[src/logic/csr_pkg.sv]
package csr_pkg;

   localparam int xlen_gp = 64;

   typedef logic [11:0] csr_addr_t;

   typedef enum logic [3:0] {
      e_rw,
      e_rs,
      e_rc,
      e_rwi,
      e_rsi,
      e_rci,
      e_ecall,
      e_ebreak,
      e_mret,
      e_none
   } csr_op_e;

   typedef enum logic [1:0] {
      e_priv_u = 2'b00,
      e_priv_m = 2'b11
   } priv_e;

   localparam csr_addr_t addr_cycle_gc         = 12'hc00;
   localparam csr_addr_t addr_instret_gc       = 12'hc02;
   localparam csr_addr_t addr_mstatus_gc       = 12'h300;
   localparam csr_addr_t addr_misa_gc          = 12'h301;
   localparam csr_addr_t addr_mie_gc           = 12'h304;
   localparam csr_addr_t addr_mtvec_gc         = 12'h305;
   localparam csr_addr_t addr_mcounteren_gc    = 12'h306;
   localparam csr_addr_t addr_mcountinhibit_gc = 12'h320;
   localparam csr_addr_t addr_mscratch_gc      = 12'h340;
   localparam csr_addr_t addr_mepc_gc          = 12'h341;
   localparam csr_addr_t addr_mcause_gc        = 12'h342;
   localparam csr_addr_t addr_mtval_gc         = 12'h343;
   localparam csr_addr_t addr_mip_gc           = 12'h344;
   localparam csr_addr_t addr_mcycle_gc        = 12'hb00;
   localparam csr_addr_t addr_minstret_gc      = 12'hb02;
   localparam csr_addr_t addr_mhartid_gc       = 12'hf14;

   // MXL of 2 with the I, M and U extension bits
   localparam logic [xlen_gp-1:0] misa_val_gc = {2'b10, 36'b0, 26'h0101100};

   localparam logic [3:0] ecode_illegal_gc    = 4'd2;
   localparam logic [3:0] ecode_breakpoint_gc = 4'd3;
   localparam logic [3:0] ecode_ecall_u_gc    = 4'd8;
   localparam logic [3:0] ecode_ecall_m_gc    = 4'd11;

   // Also the bit positions in mie and mip
   localparam logic [3:0] icode_software_gc = 4'd3;
   localparam logic [3:0] icode_timer_gc    = 4'd7;
   localparam logic [3:0] icode_external_gc = 4'd11;

   typedef struct packed {
      csr_op_e            op;
      csr_addr_t          addr;
      logic [xlen_gp-1:0] data;
   } csr_cmd_s;

   typedef struct packed {
      logic               instret;
      logic               exc_v;
      logic               illegal_ext;
      logic [xlen_gp-1:0] pc;
      logic [xlen_gp-1:0] npc;
      logic [31:0]        instr;
   } retire_s;

   typedef struct packed {
      logic [63:13] wpri_63_13;
      priv_e        mpp;
      logic [10:8]  wpri_10_8;
      logic         mpie;
      logic [6:4]   wpri_6_4;
      logic         mie;
      logic [2:0]   wpri_2_0;
   } mstatus_s;

   typedef union packed {
      logic [xlen_gp-1:0] raw;
      mstatus_s           f;
   } mstatus_u;

   typedef struct packed {
      logic msip;
      logic mtip;
      logic meip;
   } irq_s;

   typedef struct packed {
      logic               v;
      csr_addr_t          addr;
      logic [xlen_gp-1:0] data;
   } csr_wr_s;

   typedef struct packed {
      logic               take;
      logic               is_mret;
      logic               interrupt;
      logic [3:0]         ecode;
      logic [xlen_gp-1:0] epc;
      logic [xlen_gp-1:0] tval;
      priv_e              prev_priv;
   } trap_upd_s;

   typedef struct packed {
      logic               v;
      logic               exception;
      logic               interrupt;
      logic               eret;
      logic               instret;
      logic [xlen_gp-1:0] npc;
      priv_e              priv_n;
   } commit_s;

endpackage

[src/logic/csr_access.sv]
module csr_access
   (input  logic                          clk_i
    , input  csr_pkg::csr_cmd_s            cmd_i
    , input  logic                         cmd_v_i
    , input  csr_pkg::priv_e               priv_i
    , input  logic [csr_pkg::xlen_gp-1:0]  rdata_i
    , input  logic                         rvalid_i
    , input  logic [csr_pkg::xlen_gp-1:0]  mcounteren_i
    , output logic [csr_pkg::xlen_gp-1:0]  csr_data_o
    , output csr_pkg::csr_wr_s             wr_o
    , output logic                         illegal_o
    );

   import csr_pkg::*;

   logic                is_csr_op;
   logic                is_imm;
   logic [xlen_gp-1:0]  src;
   logic [xlen_gp-1:0]  wdata;
   logic                priv_fault;
   logic                counter_fault;
   logic                read_only;

   assign is_csr_op = cmd_v_i & (cmd_i.op inside {e_rw, e_rs, e_rc, e_rwi, e_rsi, e_rci});
   assign is_imm    = cmd_i.op inside {e_rwi, e_rsi, e_rci};

   // Immediate forms carry a 5-bit zimm in the low data bits
   assign src = is_imm ? xlen_gp'(cmd_i.data[4:0]) : cmd_i.data;

   always_comb
   begin
      unique case (cmd_i.op)
         e_rw, e_rwi: wdata = src;
         e_rs, e_rsi: wdata = rdata_i | src;
         e_rc, e_rci: wdata = rdata_i & ~src;
         default:     wdata = rdata_i;
      endcase
   end

   // Address bits 9:8 give the lowest privilege allowed
   assign priv_fault = cmd_i.addr[9:8] > priv_i;

   // User counter reads gated by mcounteren CY and IR
   assign counter_fault = (priv_i == e_priv_u)
                          & (((cmd_i.addr == addr_cycle_gc) & ~mcounteren_i[0])
                             | ((cmd_i.addr == addr_instret_gc) & ~mcounteren_i[2]));

   assign read_only = cmd_i.addr inside {addr_misa_gc, addr_mhartid_gc};

   assign illegal_o  = is_csr_op & (priv_fault | counter_fault | ~rvalid_i);
   assign csr_data_o = rdata_i;

   assign wr_o.v    = is_csr_op & ~illegal_o & ~read_only;
   assign wr_o.addr = cmd_i.addr;
   assign wr_o.data = wdata;

   // Privilege compare above assumes only U and M
   a_priv_legal : assert property (@(posedge clk_i)
      cmd_v_i |-> priv_i inside {e_priv_u, e_priv_m});

endmodule

[src/logic/csr_regfile.sv]
module csr_regfile
   #(parameter logic [csr_pkg::xlen_gp-1:0] hart_id_p = '0)
   (input  logic                          clk_i
    , input  logic                         rst_n_i
    , input  csr_pkg::csr_addr_t           raddr_i
    , input  csr_pkg::csr_wr_s             wr_i
    , input  csr_pkg::trap_upd_s           upd_i
    , input  csr_pkg::irq_s                irq_i
    , output logic [csr_pkg::xlen_gp-1:0]  rdata_o
    , output logic                         rvalid_o
    , output csr_pkg::mstatus_u            mstatus_o
    , output csr_pkg::irq_s                mie_o
    , output csr_pkg::irq_s                mip_o
    , output logic [csr_pkg::xlen_gp-1:0]  mtvec_o
    , output logic [csr_pkg::xlen_gp-1:0]  mepc_o
    , output logic [csr_pkg::xlen_gp-1:0]  mcounteren_o
    );

   import csr_pkg::*;

   mstatus_u            mstatus_r;
   mstatus_u            wr_view;
   mstatus_u            mstatus_wr;
   irq_s                mie_r;
   irq_s                mip_r;
   logic [xlen_gp-1:0]  mtvec_r;
   logic [xlen_gp-1:0]  mcounteren_r;
   logic [xlen_gp-1:0]  mscratch_r;
   logic [xlen_gp-1:0]  mepc_r;
   logic [xlen_gp-1:0]  mcause_r;
   logic [xlen_gp-1:0]  mtval_r;

   function automatic logic [xlen_gp-1:0] irq_word(irq_s bits);
      logic [xlen_gp-1:0] w;
      w = '0;
      w[icode_software_gc] = bits.msip;
      w[icode_timer_gc]    = bits.mtip;
      w[icode_external_gc] = bits.meip;
      return w;
   endfunction

   function automatic irq_s irq_bits(logic [xlen_gp-1:0] w);
      irq_s bits;
      bits.msip = w[icode_software_gc];
      bits.mtip = w[icode_timer_gc];
      bits.meip = w[icode_external_gc];
      return bits;
   endfunction

   // Only mie, mpie and mpp are writable
   assign wr_view.raw = wr_i.data;

   always_comb
   begin
      mstatus_wr.raw    = '0;
      mstatus_wr.f.mie  = wr_view.f.mie;
      mstatus_wr.f.mpie = wr_view.f.mpie;
      mstatus_wr.f.mpp  = (wr_view.f.mpp == e_priv_m) ? e_priv_m : e_priv_u;
   end

   always_comb
   begin
      rvalid_o = 1'b1;
      case (raddr_i)
         addr_mstatus_gc:    rdata_o = mstatus_r.raw;
         addr_misa_gc:       rdata_o = misa_val_gc;
         addr_mie_gc:        rdata_o = irq_word(mie_r);
         addr_mtvec_gc:      rdata_o = mtvec_r;
         addr_mcounteren_gc: rdata_o = mcounteren_r;
         addr_mscratch_gc:   rdata_o = mscratch_r;
         addr_mepc_gc:       rdata_o = mepc_r;
         addr_mcause_gc:     rdata_o = mcause_r;
         addr_mtval_gc:      rdata_o = mtval_r;
         addr_mip_gc:        rdata_o = irq_word(mip_r);
         addr_mhartid_gc:    rdata_o = hart_id_p;
         default:
         begin
            rdata_o  = '0;
            rvalid_o = 1'b0;
         end
      endcase
   end

   always_ff @(posedge clk_i)
   begin
      if (!rst_n_i)
      begin
         mstatus_r.raw <= '0;
         mie_r         <= '0;
         mip_r         <= '0;
         mtvec_r       <= '0;
         mcounteren_r  <= '0;
         mscratch_r    <= '0;
         mepc_r        <= '0;
         mcause_r      <= '0;
         mtval_r       <= '0;
      end
      else
      begin
         mip_r <= irq_i;

         if (wr_i.v)
         begin
            case (wr_i.addr)
               addr_mstatus_gc:    mstatus_r <= mstatus_wr;
               addr_mie_gc:        mie_r <= irq_bits(wr_i.data);
               addr_mtvec_gc:      mtvec_r <= wr_i.data;
               addr_mcounteren_gc: mcounteren_r <= wr_i.data;
               addr_mscratch_gc:   mscratch_r <= wr_i.data;
               addr_mepc_gc:       mepc_r <= wr_i.data;
               addr_mcause_gc:     mcause_r <= wr_i.data;
               addr_mtval_gc:      mtval_r <= wr_i.data;
               default:            ;
            endcase
         end

         // Trap and return updates land after the write so they win
         if (upd_i.take)
         begin
            mstatus_r.f.mie  <= 1'b0;
            mstatus_r.f.mpie <= mstatus_r.f.mie;
            mstatus_r.f.mpp  <= upd_i.prev_priv;
            mepc_r           <= upd_i.epc;
            mcause_r         <= {upd_i.interrupt, {(xlen_gp-5){1'b0}}, upd_i.ecode};
            mtval_r          <= upd_i.tval;
         end
         else if (upd_i.is_mret)
         begin
            mstatus_r.f.mie  <= mstatus_r.f.mpie;
            mstatus_r.f.mpie <= 1'b1;
            mstatus_r.f.mpp  <= e_priv_u;
         end
      end
   end

   assign mstatus_o    = mstatus_r;
   assign mie_o        = mie_r;
   assign mip_o        = mip_r;
   assign mtvec_o      = mtvec_r;
   assign mepc_o       = mepc_r;
   assign mcounteren_o = mcounteren_r;

   a_mpp_legal : assert property (@(posedge clk_i) disable iff (!rst_n_i)
      mstatus_r.f.mpp inside {e_priv_u, e_priv_m});

endmodule

[src/logic/csr_counters.sv]
module csr_counters
   (input  logic                          clk_i
    , input  logic                         rst_n_i
    , input  csr_pkg::csr_addr_t           raddr_i
    , input  csr_pkg::csr_wr_s             wr_i
    , input  logic                         instret_i
    , output logic [csr_pkg::xlen_gp-1:0]  rdata_o
    , output logic                         rvalid_o
    );

   import csr_pkg::*;

   logic [xlen_gp-1:0]  mcycle_r;
   logic [xlen_gp-1:0]  minstret_r;
   logic                inhibit_cy_r;
   logic                inhibit_ir_r;
   logic                wr_cycle;
   logic                wr_instret;
   logic                wr_inhibit;

   // User aliases write through to the machine counters
   assign wr_cycle   = wr_i.v & (wr_i.addr inside {addr_mcycle_gc, addr_cycle_gc});
   assign wr_instret = wr_i.v & (wr_i.addr inside {addr_minstret_gc, addr_instret_gc});
   assign wr_inhibit = wr_i.v & (wr_i.addr == addr_mcountinhibit_gc);

   always_ff @(posedge clk_i)
   begin
      if (!rst_n_i)
      begin
         mcycle_r     <= '0;
         minstret_r   <= '0;
         inhibit_cy_r <= 1'b0;
         inhibit_ir_r <= 1'b0;
      end
      else
      begin
         if (wr_cycle)
            mcycle_r <= wr_i.data;
         else if (!inhibit_cy_r)
            mcycle_r <= mcycle_r + xlen_gp'(1);

         if (wr_instret)
            minstret_r <= wr_i.data;
         else if (instret_i && !inhibit_ir_r)
            minstret_r <= minstret_r + xlen_gp'(1);

         if (wr_inhibit)
         begin
            inhibit_cy_r <= wr_i.data[0];
            inhibit_ir_r <= wr_i.data[2];
         end
      end
   end

   always_comb
   begin
      rvalid_o = 1'b1;
      case (raddr_i)
         addr_mcycle_gc, addr_cycle_gc:     rdata_o = mcycle_r;
         addr_minstret_gc, addr_instret_gc: rdata_o = minstret_r;
         addr_mcountinhibit_gc:
            rdata_o = {{(xlen_gp-3){1'b0}}, inhibit_ir_r, 1'b0, inhibit_cy_r};
         default:
         begin
            rdata_o  = '0;
            rvalid_o = 1'b0;
         end
      endcase
   end

endmodule

[src/logic/trap_ctrl.sv]
module trap_ctrl
   #(parameter logic [csr_pkg::xlen_gp-1:0] boot_pc_p = '0)
   (input  logic                          clk_i
    , input  logic                         rst_n_i
    , input  csr_pkg::csr_cmd_s            cmd_i
    , input  logic                         cmd_v_i
    , input  csr_pkg::retire_s             retire_i
    , input  logic                         illegal_i
    , input  logic                         interrupt_v_i
    , input  csr_pkg::mstatus_u            mstatus_i
    , input  csr_pkg::irq_s                mie_i
    , input  csr_pkg::irq_s                mip_i
    , input  logic [csr_pkg::xlen_gp-1:0]  mtvec_i
    , input  logic [csr_pkg::xlen_gp-1:0]  mepc_i
    , output csr_pkg::priv_e               priv_o
    , output csr_pkg::trap_upd_s           upd_o
    , output logic                         interrupt_ready_o
    , output csr_pkg::commit_s             commit_o
    );

   import csr_pkg::*;

   priv_e               priv_r;
   priv_e               priv_n;
   logic [xlen_gp-1:0]  apc_r;
   logic [xlen_gp-1:0]  apc_n;
   logic                is_m_mode;
   logic                mgie;
   irq_s                irq_pend;
   logic                mret_v;
   logic                illegal_v;
   logic                ebreak_v;
   logic                ecall_v;
   logic [3:0]          exc_code;
   logic [3:0]          irq_code;
   logic                take_irq;
   logic                take_exc;
   logic                take_ret;

   assign is_m_mode = priv_r == e_priv_m;

   // In U mode machine interrupts are enabled regardless of mstatus.mie
   assign mgie = mstatus_i.f.mie | ~is_m_mode;

   assign irq_pend.msip = mie_i.msip & mip_i.msip & mgie;
   assign irq_pend.mtip = mie_i.mtip & mip_i.mtip & mgie;
   assign irq_pend.meip = mie_i.meip & mip_i.meip & mgie;

   assign mret_v    = cmd_v_i & (cmd_i.op == e_mret);
   assign illegal_v = illegal_i | retire_i.illegal_ext | (mret_v & ~is_m_mode);
   assign ebreak_v  = cmd_v_i & (cmd_i.op == e_ebreak);
   assign ecall_v   = cmd_v_i & (cmd_i.op == e_ecall);

   // Lowest code first
   always_comb
   begin
      if (illegal_v)
         exc_code = ecode_illegal_gc;
      else if (ebreak_v)
         exc_code = ecode_breakpoint_gc;
      else if (is_m_mode)
         exc_code = ecode_ecall_m_gc;
      else
         exc_code = ecode_ecall_u_gc;

      if (irq_pend.msip)
         irq_code = icode_software_gc;
      else if (irq_pend.mtip)
         irq_code = icode_timer_gc;
      else
         irq_code = icode_external_gc;
   end

   assign interrupt_ready_o = |irq_pend;

   assign take_irq = interrupt_v_i & interrupt_ready_o;
   assign take_exc = ~take_irq & retire_i.exc_v & (illegal_v | ebreak_v | ecall_v);
   assign take_ret = ~take_irq & ~take_exc & mret_v & is_m_mode;

   always_comb
   begin
      priv_n = priv_r;
      apc_n  = apc_r;
      if (take_ret)
      begin
         priv_n = mstatus_i.f.mpp;
         apc_n  = mepc_i;
      end
      else if (take_irq || take_exc)
      begin
         priv_n = e_priv_m;
         apc_n  = {mtvec_i[xlen_gp-1:2], 2'b00};
      end
      else if (retire_i.instret)
         apc_n = retire_i.npc;
   end

   always_ff @(posedge clk_i)
   begin
      if (!rst_n_i)
      begin
         priv_r <= e_priv_m;
         apc_r  <= boot_pc_p;
      end
      else
      begin
         priv_r <= priv_n;
         apc_r  <= apc_n;
      end
   end

   assign upd_o.take      = take_irq | take_exc;
   assign upd_o.is_mret   = take_ret;
   assign upd_o.interrupt = take_irq;
   assign upd_o.ecode     = take_irq ? irq_code : exc_code;
   // Interrupts resume at the next unretired instruction
   assign upd_o.epc       = take_irq ? apc_r : retire_i.pc;
   assign upd_o.tval      = (take_exc && exc_code == ecode_illegal_gc)
                            ? xlen_gp'(retire_i.instr) : '0;
   assign upd_o.prev_priv = priv_r;

   assign priv_o = priv_r;

   assign commit_o.v         = take_irq | take_exc | take_ret;
   assign commit_o.exception = take_exc;
   assign commit_o.interrupt = take_irq;
   assign commit_o.eret      = take_ret;
   assign commit_o.instret   = retire_i.instret;
   assign commit_o.npc       = apc_n;
   assign commit_o.priv_n    = priv_n;

   // Register bank clears mstatus.mie behind any trap
   a_trap_clears_mie : assert property (@(posedge clk_i) disable iff (!rst_n_i)
      (commit_o.exception || commit_o.interrupt) |=> !mstatus_i.f.mie);

endmodule

[src/logic/csr_top.sv]
module csr_top
   #(parameter logic [csr_pkg::xlen_gp-1:0] boot_pc_p = 64'h8000_0000
     , parameter logic [csr_pkg::xlen_gp-1:0] hart_id_p = '0
     )
   (input  logic                          clk_i
    , input  logic                         rst_n_i
    , input  csr_pkg::csr_cmd_s            cmd_i
    , input  logic                         cmd_v_i
    , input  csr_pkg::retire_s             retire_i
    , input  csr_pkg::irq_s                irq_i
    , input  logic                         interrupt_v_i
    , output logic [csr_pkg::xlen_gp-1:0]  csr_data_o
    , output logic                         interrupt_ready_o
    , output csr_pkg::commit_s             commit_o
    );

   import csr_pkg::*;

   logic [xlen_gp-1:0]  rf_rdata;
   logic                rf_rvalid;
   logic [xlen_gp-1:0]  cnt_rdata;
   logic                cnt_rvalid;
   logic [xlen_gp-1:0]  rdata;
   logic                rvalid;
   csr_wr_s             wr;
   logic                illegal;
   priv_e               priv;
   trap_upd_s           upd;
   mstatus_u            mstatus;
   irq_s                mie;
   irq_s                mip;
   logic [xlen_gp-1:0]  mtvec;
   logic [xlen_gp-1:0]  mepc;
   logic [xlen_gp-1:0]  mcounteren;

   // Each address is claimed by one unit at most
   assign rdata  = rf_rdata | cnt_rdata;
   assign rvalid = rf_rvalid | cnt_rvalid;

   csr_access access
      (.clk_i(clk_i)
       , .cmd_i(cmd_i)
       , .cmd_v_i(cmd_v_i)
       , .priv_i(priv)
       , .rdata_i(rdata)
       , .rvalid_i(rvalid)
       , .mcounteren_i(mcounteren)
       , .csr_data_o(csr_data_o)
       , .wr_o(wr)
       , .illegal_o(illegal)
       );

   csr_regfile #(.hart_id_p(hart_id_p)) regfile
      (.clk_i(clk_i)
       , .rst_n_i(rst_n_i)
       , .raddr_i(cmd_i.addr)
       , .wr_i(wr)
       , .upd_i(upd)
       , .irq_i(irq_i)
       , .rdata_o(rf_rdata)
       , .rvalid_o(rf_rvalid)
       , .mstatus_o(mstatus)
       , .mie_o(mie)
       , .mip_o(mip)
       , .mtvec_o(mtvec)
       , .mepc_o(mepc)
       , .mcounteren_o(mcounteren)
       );

   csr_counters counters
      (.clk_i(clk_i)
       , .rst_n_i(rst_n_i)
       , .raddr_i(cmd_i.addr)
       , .wr_i(wr)
       , .instret_i(retire_i.instret)
       , .rdata_o(cnt_rdata)
       , .rvalid_o(cnt_rvalid)
       );

   trap_ctrl #(.boot_pc_p(boot_pc_p)) trap
      (.clk_i(clk_i)
       , .rst_n_i(rst_n_i)
       , .cmd_i(cmd_i)
       , .cmd_v_i(cmd_v_i)
       , .retire_i(retire_i)
       , .illegal_i(illegal)
       , .interrupt_v_i(interrupt_v_i)
       , .mstatus_i(mstatus)
       , .mie_i(mie)
       , .mip_i(mip)
       , .mtvec_i(mtvec)
       , .mepc_i(mepc)
       , .priv_o(priv)
       , .upd_o(upd)
       , .interrupt_ready_o(interrupt_ready_o)
       , .commit_o(commit_o)
       );

endmodule

[config.mk]
export PLATFORM = sky130hd
export DESIGN_NAME = csr_top
export DESIGN_NICKNAME = d
export VERILOG_FILES = /design/src/logic/csr_pkg.sv /design/src/logic/csr_access.sv /design/src/logic/csr_regfile.sv /design/src/logic/csr_counters.sv /design/src/logic/trap_ctrl.sv /design/src/logic/csr_top.sv
export SDC_FILE = /design/constraint.sdc
export NUM_CORES = 2
export LEC_CHECK = 0
export BUFFER_PORTS_ARGS = -buffer_cell sky130_fd_sc_hd__buf_2
export CAP_MARGIN = 20
export CORE_MARGIN = 2
export CORE_UTILIZATION = 40
export DETAILED_ROUTE_END_ITERATION = 10
export GPL_TIMING_DRIVEN = 1
export PLACE_DENSITY = 0.66
export REMOVE_ABC_BUFFERS = 1
export SETUP_SLACK_MARGIN = 0.2
export SLEW_MARGIN = 20
export SYNTH_ARGS = -nofsm -noshare
export SYNTH_HDL_FRONTEND = slang
export SYNTH_SLANG_ARGS = --single-unit
[constraint.sdc]
create_clock -name clk_i -period 3.39 [get_ports clk_i]
set_clock_uncertainty 0.2 [all_clocks]
set_input_delay 0.1695 -clock clk_i [delete_from_list [all_inputs] [get_ports clk_i]]
set_output_delay 0.1695 -clock clk_i [all_outputs]
set_load 0.1 [all_outputs]
# Word-level counts from Yosys, hierarchy flattened
# Cells that the tools add are included.
dict set report word_totals {
  register_bits 590
  in_bits 250
  memories 0
  latch_bits 0
  rom_bits 0
  output_inout_bits 136
  ram_bits 0
}
dict set report classes {
  bitwise 50
  n_mux 40
  eq_ne 28
  reduce_logical 39
  div 0
  n_addsub 2
  magnitude_cmp 1
  shift 0
  n_mul 0
}
# cell n
set ops {}
lappend ops {{64-bit two-way mux} 18}
lappend ops {{64-bit case mux with 10 select lines} 1}
lappend ops {{64-bit case mux with 3 select lines} 2}
lappend ops {{12-bit by 10-bit == test with 1-bit output, second input constant} 11}
lappend ops {{64-bit by 1-bit adder with 64-bit output, second input constant} 2}
lappend ops {{64-bit OR} 2}
lappend ops {{64-bit bitwise AND} 1}
lappend ops {{64-bit NOT} 1}
lappend ops {{12-bit == test, second input constant} 5}
lappend ops {{32-bit two-way mux} 1}
lappend ops {{1-bit bitwise AND} 26}
lappend ops {{13-bit two-way mux} 2}
lappend ops {{4-bit two-way mux} 5}
lappend ops {{2-bit AND reduction} 10}
lappend ops {{2-bit nonzero test} 10}
lappend ops {{4-bit by 3-bit == test with 1-bit output, second input constant} 4}
lappend ops {{4-bit by 2-bit == test with 1-bit output, second input constant} 3}
lappend ops {{2-bit two-way mux} 6}
lappend ops {{2-bit OR reduction} 6}
lappend ops {{1-bit OR} 11}
lappend ops {{11-bit OR reduction} 1}
lappend ops {{1-bit NOT} 9}
lappend ops {{3-bit nonzero test} 3}
lappend ops {{6-bit nonzero test} 1}
lappend ops {{other kinds (13)} 19}

# Logic depth before layout (Yosys ltp)
dict set report logic_depth {
  depth_word 18
  mapped_depth 12
  depth_no_buf 9
}

# Cells and area by module
# Synthesis repeated with hierarchy kept, for this count alone.
dict set report hier_totals {
  cells_unflattened 4540
  area_unflattened_um2 36945.4
}
# module area_per_inst_um2 cells_each instances seq_area_each_um2
set by_module_without_submodules {}
lappend by_module_without_submodules {csr_regfile 19481.2 2217 1 7887.6}
lappend by_module_without_submodules {csr_counters 7971.4 1025 1 2602.5}
lappend by_module_without_submodules {trap_ctrl 6742.7 825 1 1321.3}
lappend by_module_without_submodules {csr_access 2343.5 408 1 0.0}
lappend by_module_without_submodules {csr_top 406.6 65 1 0.0}

# Worst setup path after synthesis
# Ideal clock, no wire load.
dict set report synth_timing {
  path_kind {input -> output}
  start {input cmd_i[67] (netlist bit)}
  end {output commit_o[33] (netlist bit)}
  path_buffers 3
  arrival_time_ns 4.299
  required_time_ns 3.020
  slack_ns -1.278
  path_stages 9
  cell_sequence {buf_4 -> or3_1 -> or3_1 -> or4_4 -> a31oi_4 -> a21oi_1 -> buf_2 -> buf_1 -> o21ai_0}
}
# item line
set synth_rtl {}
lappend synth_rtl {{from (decl)} csr_top.sv:7} ;# , input csr_pkg::csr_cmd_s cmd_i
lappend synth_rtl {{to (decl)} csr_top.sv:14} ;# , output csr_pkg::commit_s commit_o

==> results.json <==
{
  "status": "complete, no violations",
  "synth_top_family_by_area": "compound AO/OA/AOI/OAI gates",
  "power.switching_w": 0.00506,
  "yosysSeqAreaShare_pct": 37.0,
  "ys_types": 82,
  "gp_congestion": 0.987,
  "max_stage_delay_ps": 380,
  "switching_share_pct": 28.3,
  "r2r_cells": 15,
  "crit_arrival_ps": 3000,
  "setup_viol": 0,
  "coreArea_sq_um": 79000,
  "fin_nets": 5018,
  "cts.sinks": 590,
  "yosysTopAreaCell": "dfxtp_1",
  "period_share_pct": 99.5,
  "hold_depth": 6,
  "synth_compound_area_share_pct": 27.3,
  "htree_levels": 3,
  "hold_class": "input port to flop",
  "finalHoldViolations": 0,
  "dr.first_iter.drc_count": 4341,
  "muxShareOfSynthArea_pct": 6.30,
  "dieHeight_um": 287,
  "vias": 36400,
  "die_w_um": 287,
  "cts_tree": "built",
  "wl_per_cell_um": 24.4,
  "dpl_cell_area_sq_um": 38900,
  "synth-seq-cells": 590,
  "fin_tns_setup_ps": 0,
  "synth_enable_flop_cells": 0,
  "drv_slew": 0,
  "antenna_found_initial": 5,
  "timing.fmax_mhz": 296,
  "ctsLongestPathBuffers": 3,
  "path_common_cell": "buf_4",
  "grt_pass1_vias": 34800,
  "synth_xor_area_share_pct": 3.40,
  "grt_use_total_pct": 33.3,
  "drive_above_1_share_pct": 22.0,
  "crit_buf_inv": 7,
  "synth_simple_gate_area_share_pct": 20.5,
  "synthArstFlopShare_pct": 0,
  "cp_cell_sequence": "inv_4 -> ha_4 -> nor2b_4 -> o21ai_1 -> buf_4 -> o21ai_4 -> a31oi_4 -> buf_4 -> a21oi_4 -> buf_12 -> buf_4 -> buf_4 -> nand2_1 -> nand2_2 -> buf_12",
  "r2r_slack_ps": 220,
  "hpwl_mm": 95.1,
  "maxCapViolCount": 0,
  "rows": 103,
  "io_buffers": 385,
  "hold_path_startpoint": "retire_i[160]",
  "final-seq-area_sq_um": 11800,
  "synth_top_area_share_pct": 37.0,
  "r2r-end": "regfile.mtval_r[4]",
  "crit_family": "buffers and inverters",
  "seq_power_share_pct": 40.2,
  "yosysWarningCount": 0,
  "netlist_area_sq_um": 31900,
  "clock_power_share_pct": 44.3,
  "min_to": "regfile.mcause_r[63]",
  "whs_ps": 22.9,
  "yosys_most_used_dff": "dfxtp_1",
  "nFillCells": 6955,
  "slew_headroom_pct": 22.5,
  "p_leak_nw": 16.9,
  "root_buffer": "clkbuf_16",
  "cp-start-kind": "flop",
  "path_class": "flop to output pin",
  "area_growth_pct": 40.4,
  "clk_pin_slew_worst_paths_ps": 60,
  "min_period_ps": 3370,
  "ir_drop_v": 0.000293,
  "powerDensity_nw_per_um2": 398,
  "first_pass_iters": 6,
  "synthCells": 4083,
  "avgSynthCellArea_sq_um": 7.82,
  "end_kind": "output pin",
  "grt_overflow_total": 0,
  "grt_pass1_wl_mm": 213,
  "start_util_pct": 40.4,
  "placedCellCount": 5431,
  "r2r_start": "trap.priv_o[1]",
  "p_int_w": 0.0128,
  "rsz0062_at_grt": "yes",
  "drc": 0,
  "die-area_sq_um": 82100,
  "multiInputGateArea_sq_um": 18800,
  "worst_pin_slew_ps": 1160,
  "final_area_sq_um": 44800,
  "pwr-share-comb_pct": 15.5,
  "cts_inserted_buffers": 72,
  "path_max_fanout": 7,
  "ioPinCount": 386,
  "cp_slowest_cell": "dfxtp_4",
  "drt-total-wl_mm": 143,
  "synthTopCellsByArea": "dfxtp_1 37%, nand2_1 7.5%, a21oi_1 6.2%",
  "synth_fa_ha_area_share_pct": 0.157,
  "fin_cells": 5872,
  "cp.required_ps": 3020,
  "vias_per_cell": 6.21,
  "grt_max_degree": 121,
  "ant_nets": 0,
  "clk_latency_ps": 640
}
[cell usage after synthesis, types with 51 or more instances]
master and number:
a22oi_1 75, xor2_1 69, o22ai_1 56, nand2_1 642, mux2_2 52, nand3_1 113, buf_2 74, o21ai_0 209
nand4_1 149, nor2_1 279, clkbuf_1 275, a211oi_1 135, xnor2_1 55, a21oi_1 393, dfxtp_1 590, o211ai_1 65
and3_1 51, mux2i_1 139
[cell families (layout without fill, tap and decap cells)]
kind of cell / Yosys count / after routing
AOI/OAI and AO/OA: 1327 / 1327
xor gates and xnor gates: 124 / 124
adders and majority gates: 4 / 4
buffers and inverters: 425 / 1157
DFF: 590 / 590
muxes: 193 / 193
other: 0 / 7
and+or+nand+nor: 1420 / 1420
[flip-flops by register name (all words and copies together) (netlist names)]
signal / cells
regfile.mtvec_o: 64
regfile.mscratch_r: 64
regfile.mepc_o: 64
counters.minstret_r: 64
trap.priv_o: 2
counters.inhibit_cy_r: 1
regfile.mie_o: 3
counters.inhibit_ir_r: 1
counters.mcycle_r: 64
trap.apc_r: 64
regfile.mstatus_o: 4
regfile.mip_o: 3
regfile.mtval_r: 64
regfile.mcause_r: 64
regfile.mcounteren_o: 64
[worst max-delay path by stage]
| stage | start | endpoint | slack (ps) | depth (start not counted) |
|---|---|---|---|---|
| detailed placement | cmd_i[64] | commit_o[22] | -200 | 11 |
| global placement | cmd_i[64] | commit_o[28] | -130 | 11 |
| global route | trap.priv_o[1] | commit_o[31] | -90 | 13 |
| CTS | trap.priv_o[1] | commit_o[31] | 30 | 13 |
| floorplan | regfile.mie_o[1] | commit_o[33] | -14530 | 6 |
| finish | trap.priv_o[1] | commit_o[29] | 20 | 15 |
[cell type report]
class	count	share of cell area [%]
clock buffer	97	4.54
tap	1050	2.93
antenna	7	0.0391
sequential	590	26.4
clock inverter	28	0.757
inverter	29	0.265
multi-input combinational	3068	42.0
timing repair buffer	1003	23.1
[per-layer routing]
layer  share of wire, %  vias up  track usage [%]  wire (um)
met2                 44     2094             51.1      62700
met5             0.0091        -                0         13
met3                9.9      424             5.95      14100
met1                 41    17500             44.3      58600
li1                   -    16500                -          -
met4                5.4        2             17.7       7670
[what timing repair did]
action / in CTS / in global routing
cloned: 6 / 5
gates resized for setup: 55 / 37
hold buffers: 244 / 0
endpoints found under the setup margin: 72 / 83
buffers inserted: 36 / 18
pin swaps: 33 / 39
hold endpoints to repair: 501 / 0
[cells in the final DEF (no fill, tap or decap), drive strengths merged, types with 27 or more instances in the layout]
cell type / synthesis / layout
o221ai: 39 / 39
xor2: 69 / 69
a211oi: 136 / 136
mux2: 53 / 53
clkbuf: 275 / 103
o211ai: 65 / 65
dlygate4sd3: 0 / 244
o22ai: 56 / 56
o31ai: 35 / 35
and3: 51 / 51
nor3: 41 / 41
o32ai: 40 / 40
mux2i: 139 / 139
a32oi: 48 / 48
a21oi: 393 / 393
xnor2: 55 / 55
nand3: 113 / 113
nor2: 279 / 279
a22oi: 75 / 75
dfxtp: 590 / 590
nand2: 644 / 644
buf: 121 / 753
a31oi: 46 / 46
nand4: 149 / 149
inv: 28 / 35
or2: 27 / 27
o21ai: 249 / 249
[stage by stage]
stage	util, %	worst slack (ps)	power (W)
after floorplan	-	-14530	0.00844
after global placement	49.2	-133	0.00959
after detailed placement	49.2	-201	0.00961
after CTS	56.2	30.0	0.0178
after global routing	56.7	-94.2	0.0183
final	56.7	16.0	0.0179
[worst register-to-register path, stage by stage (launching register included)]
cell and delay [ps]:
dfxtp_4 380, inv_4 40, ha_4 230, nor2b_4 120, o21ai_1 110, buf_4 150, o21ai_4 70, a31oi_4 160
buf_4 150, a21oi_4 70, buf_12 170, clkbuf_16 200, buf_4 170, o31ai_2 220, a21oi_1 70, dlygate4sd3_1 560
[power groups by stage]
stage,registers (W),logic (W),clock network (W)
2_1_floorplan,0.00727,0.00117,0
3_3_place_gp,0.00731,0.00228,0
3_5_place_dp,0.00732,0.00230,0
4_1_cts,0.00717,0.00266,0.00795
5_1_grt,0.00718,0.00287,0.00826
6_report,0.00717,0.00277,0.00791
(Power assumes the default switching activity.)
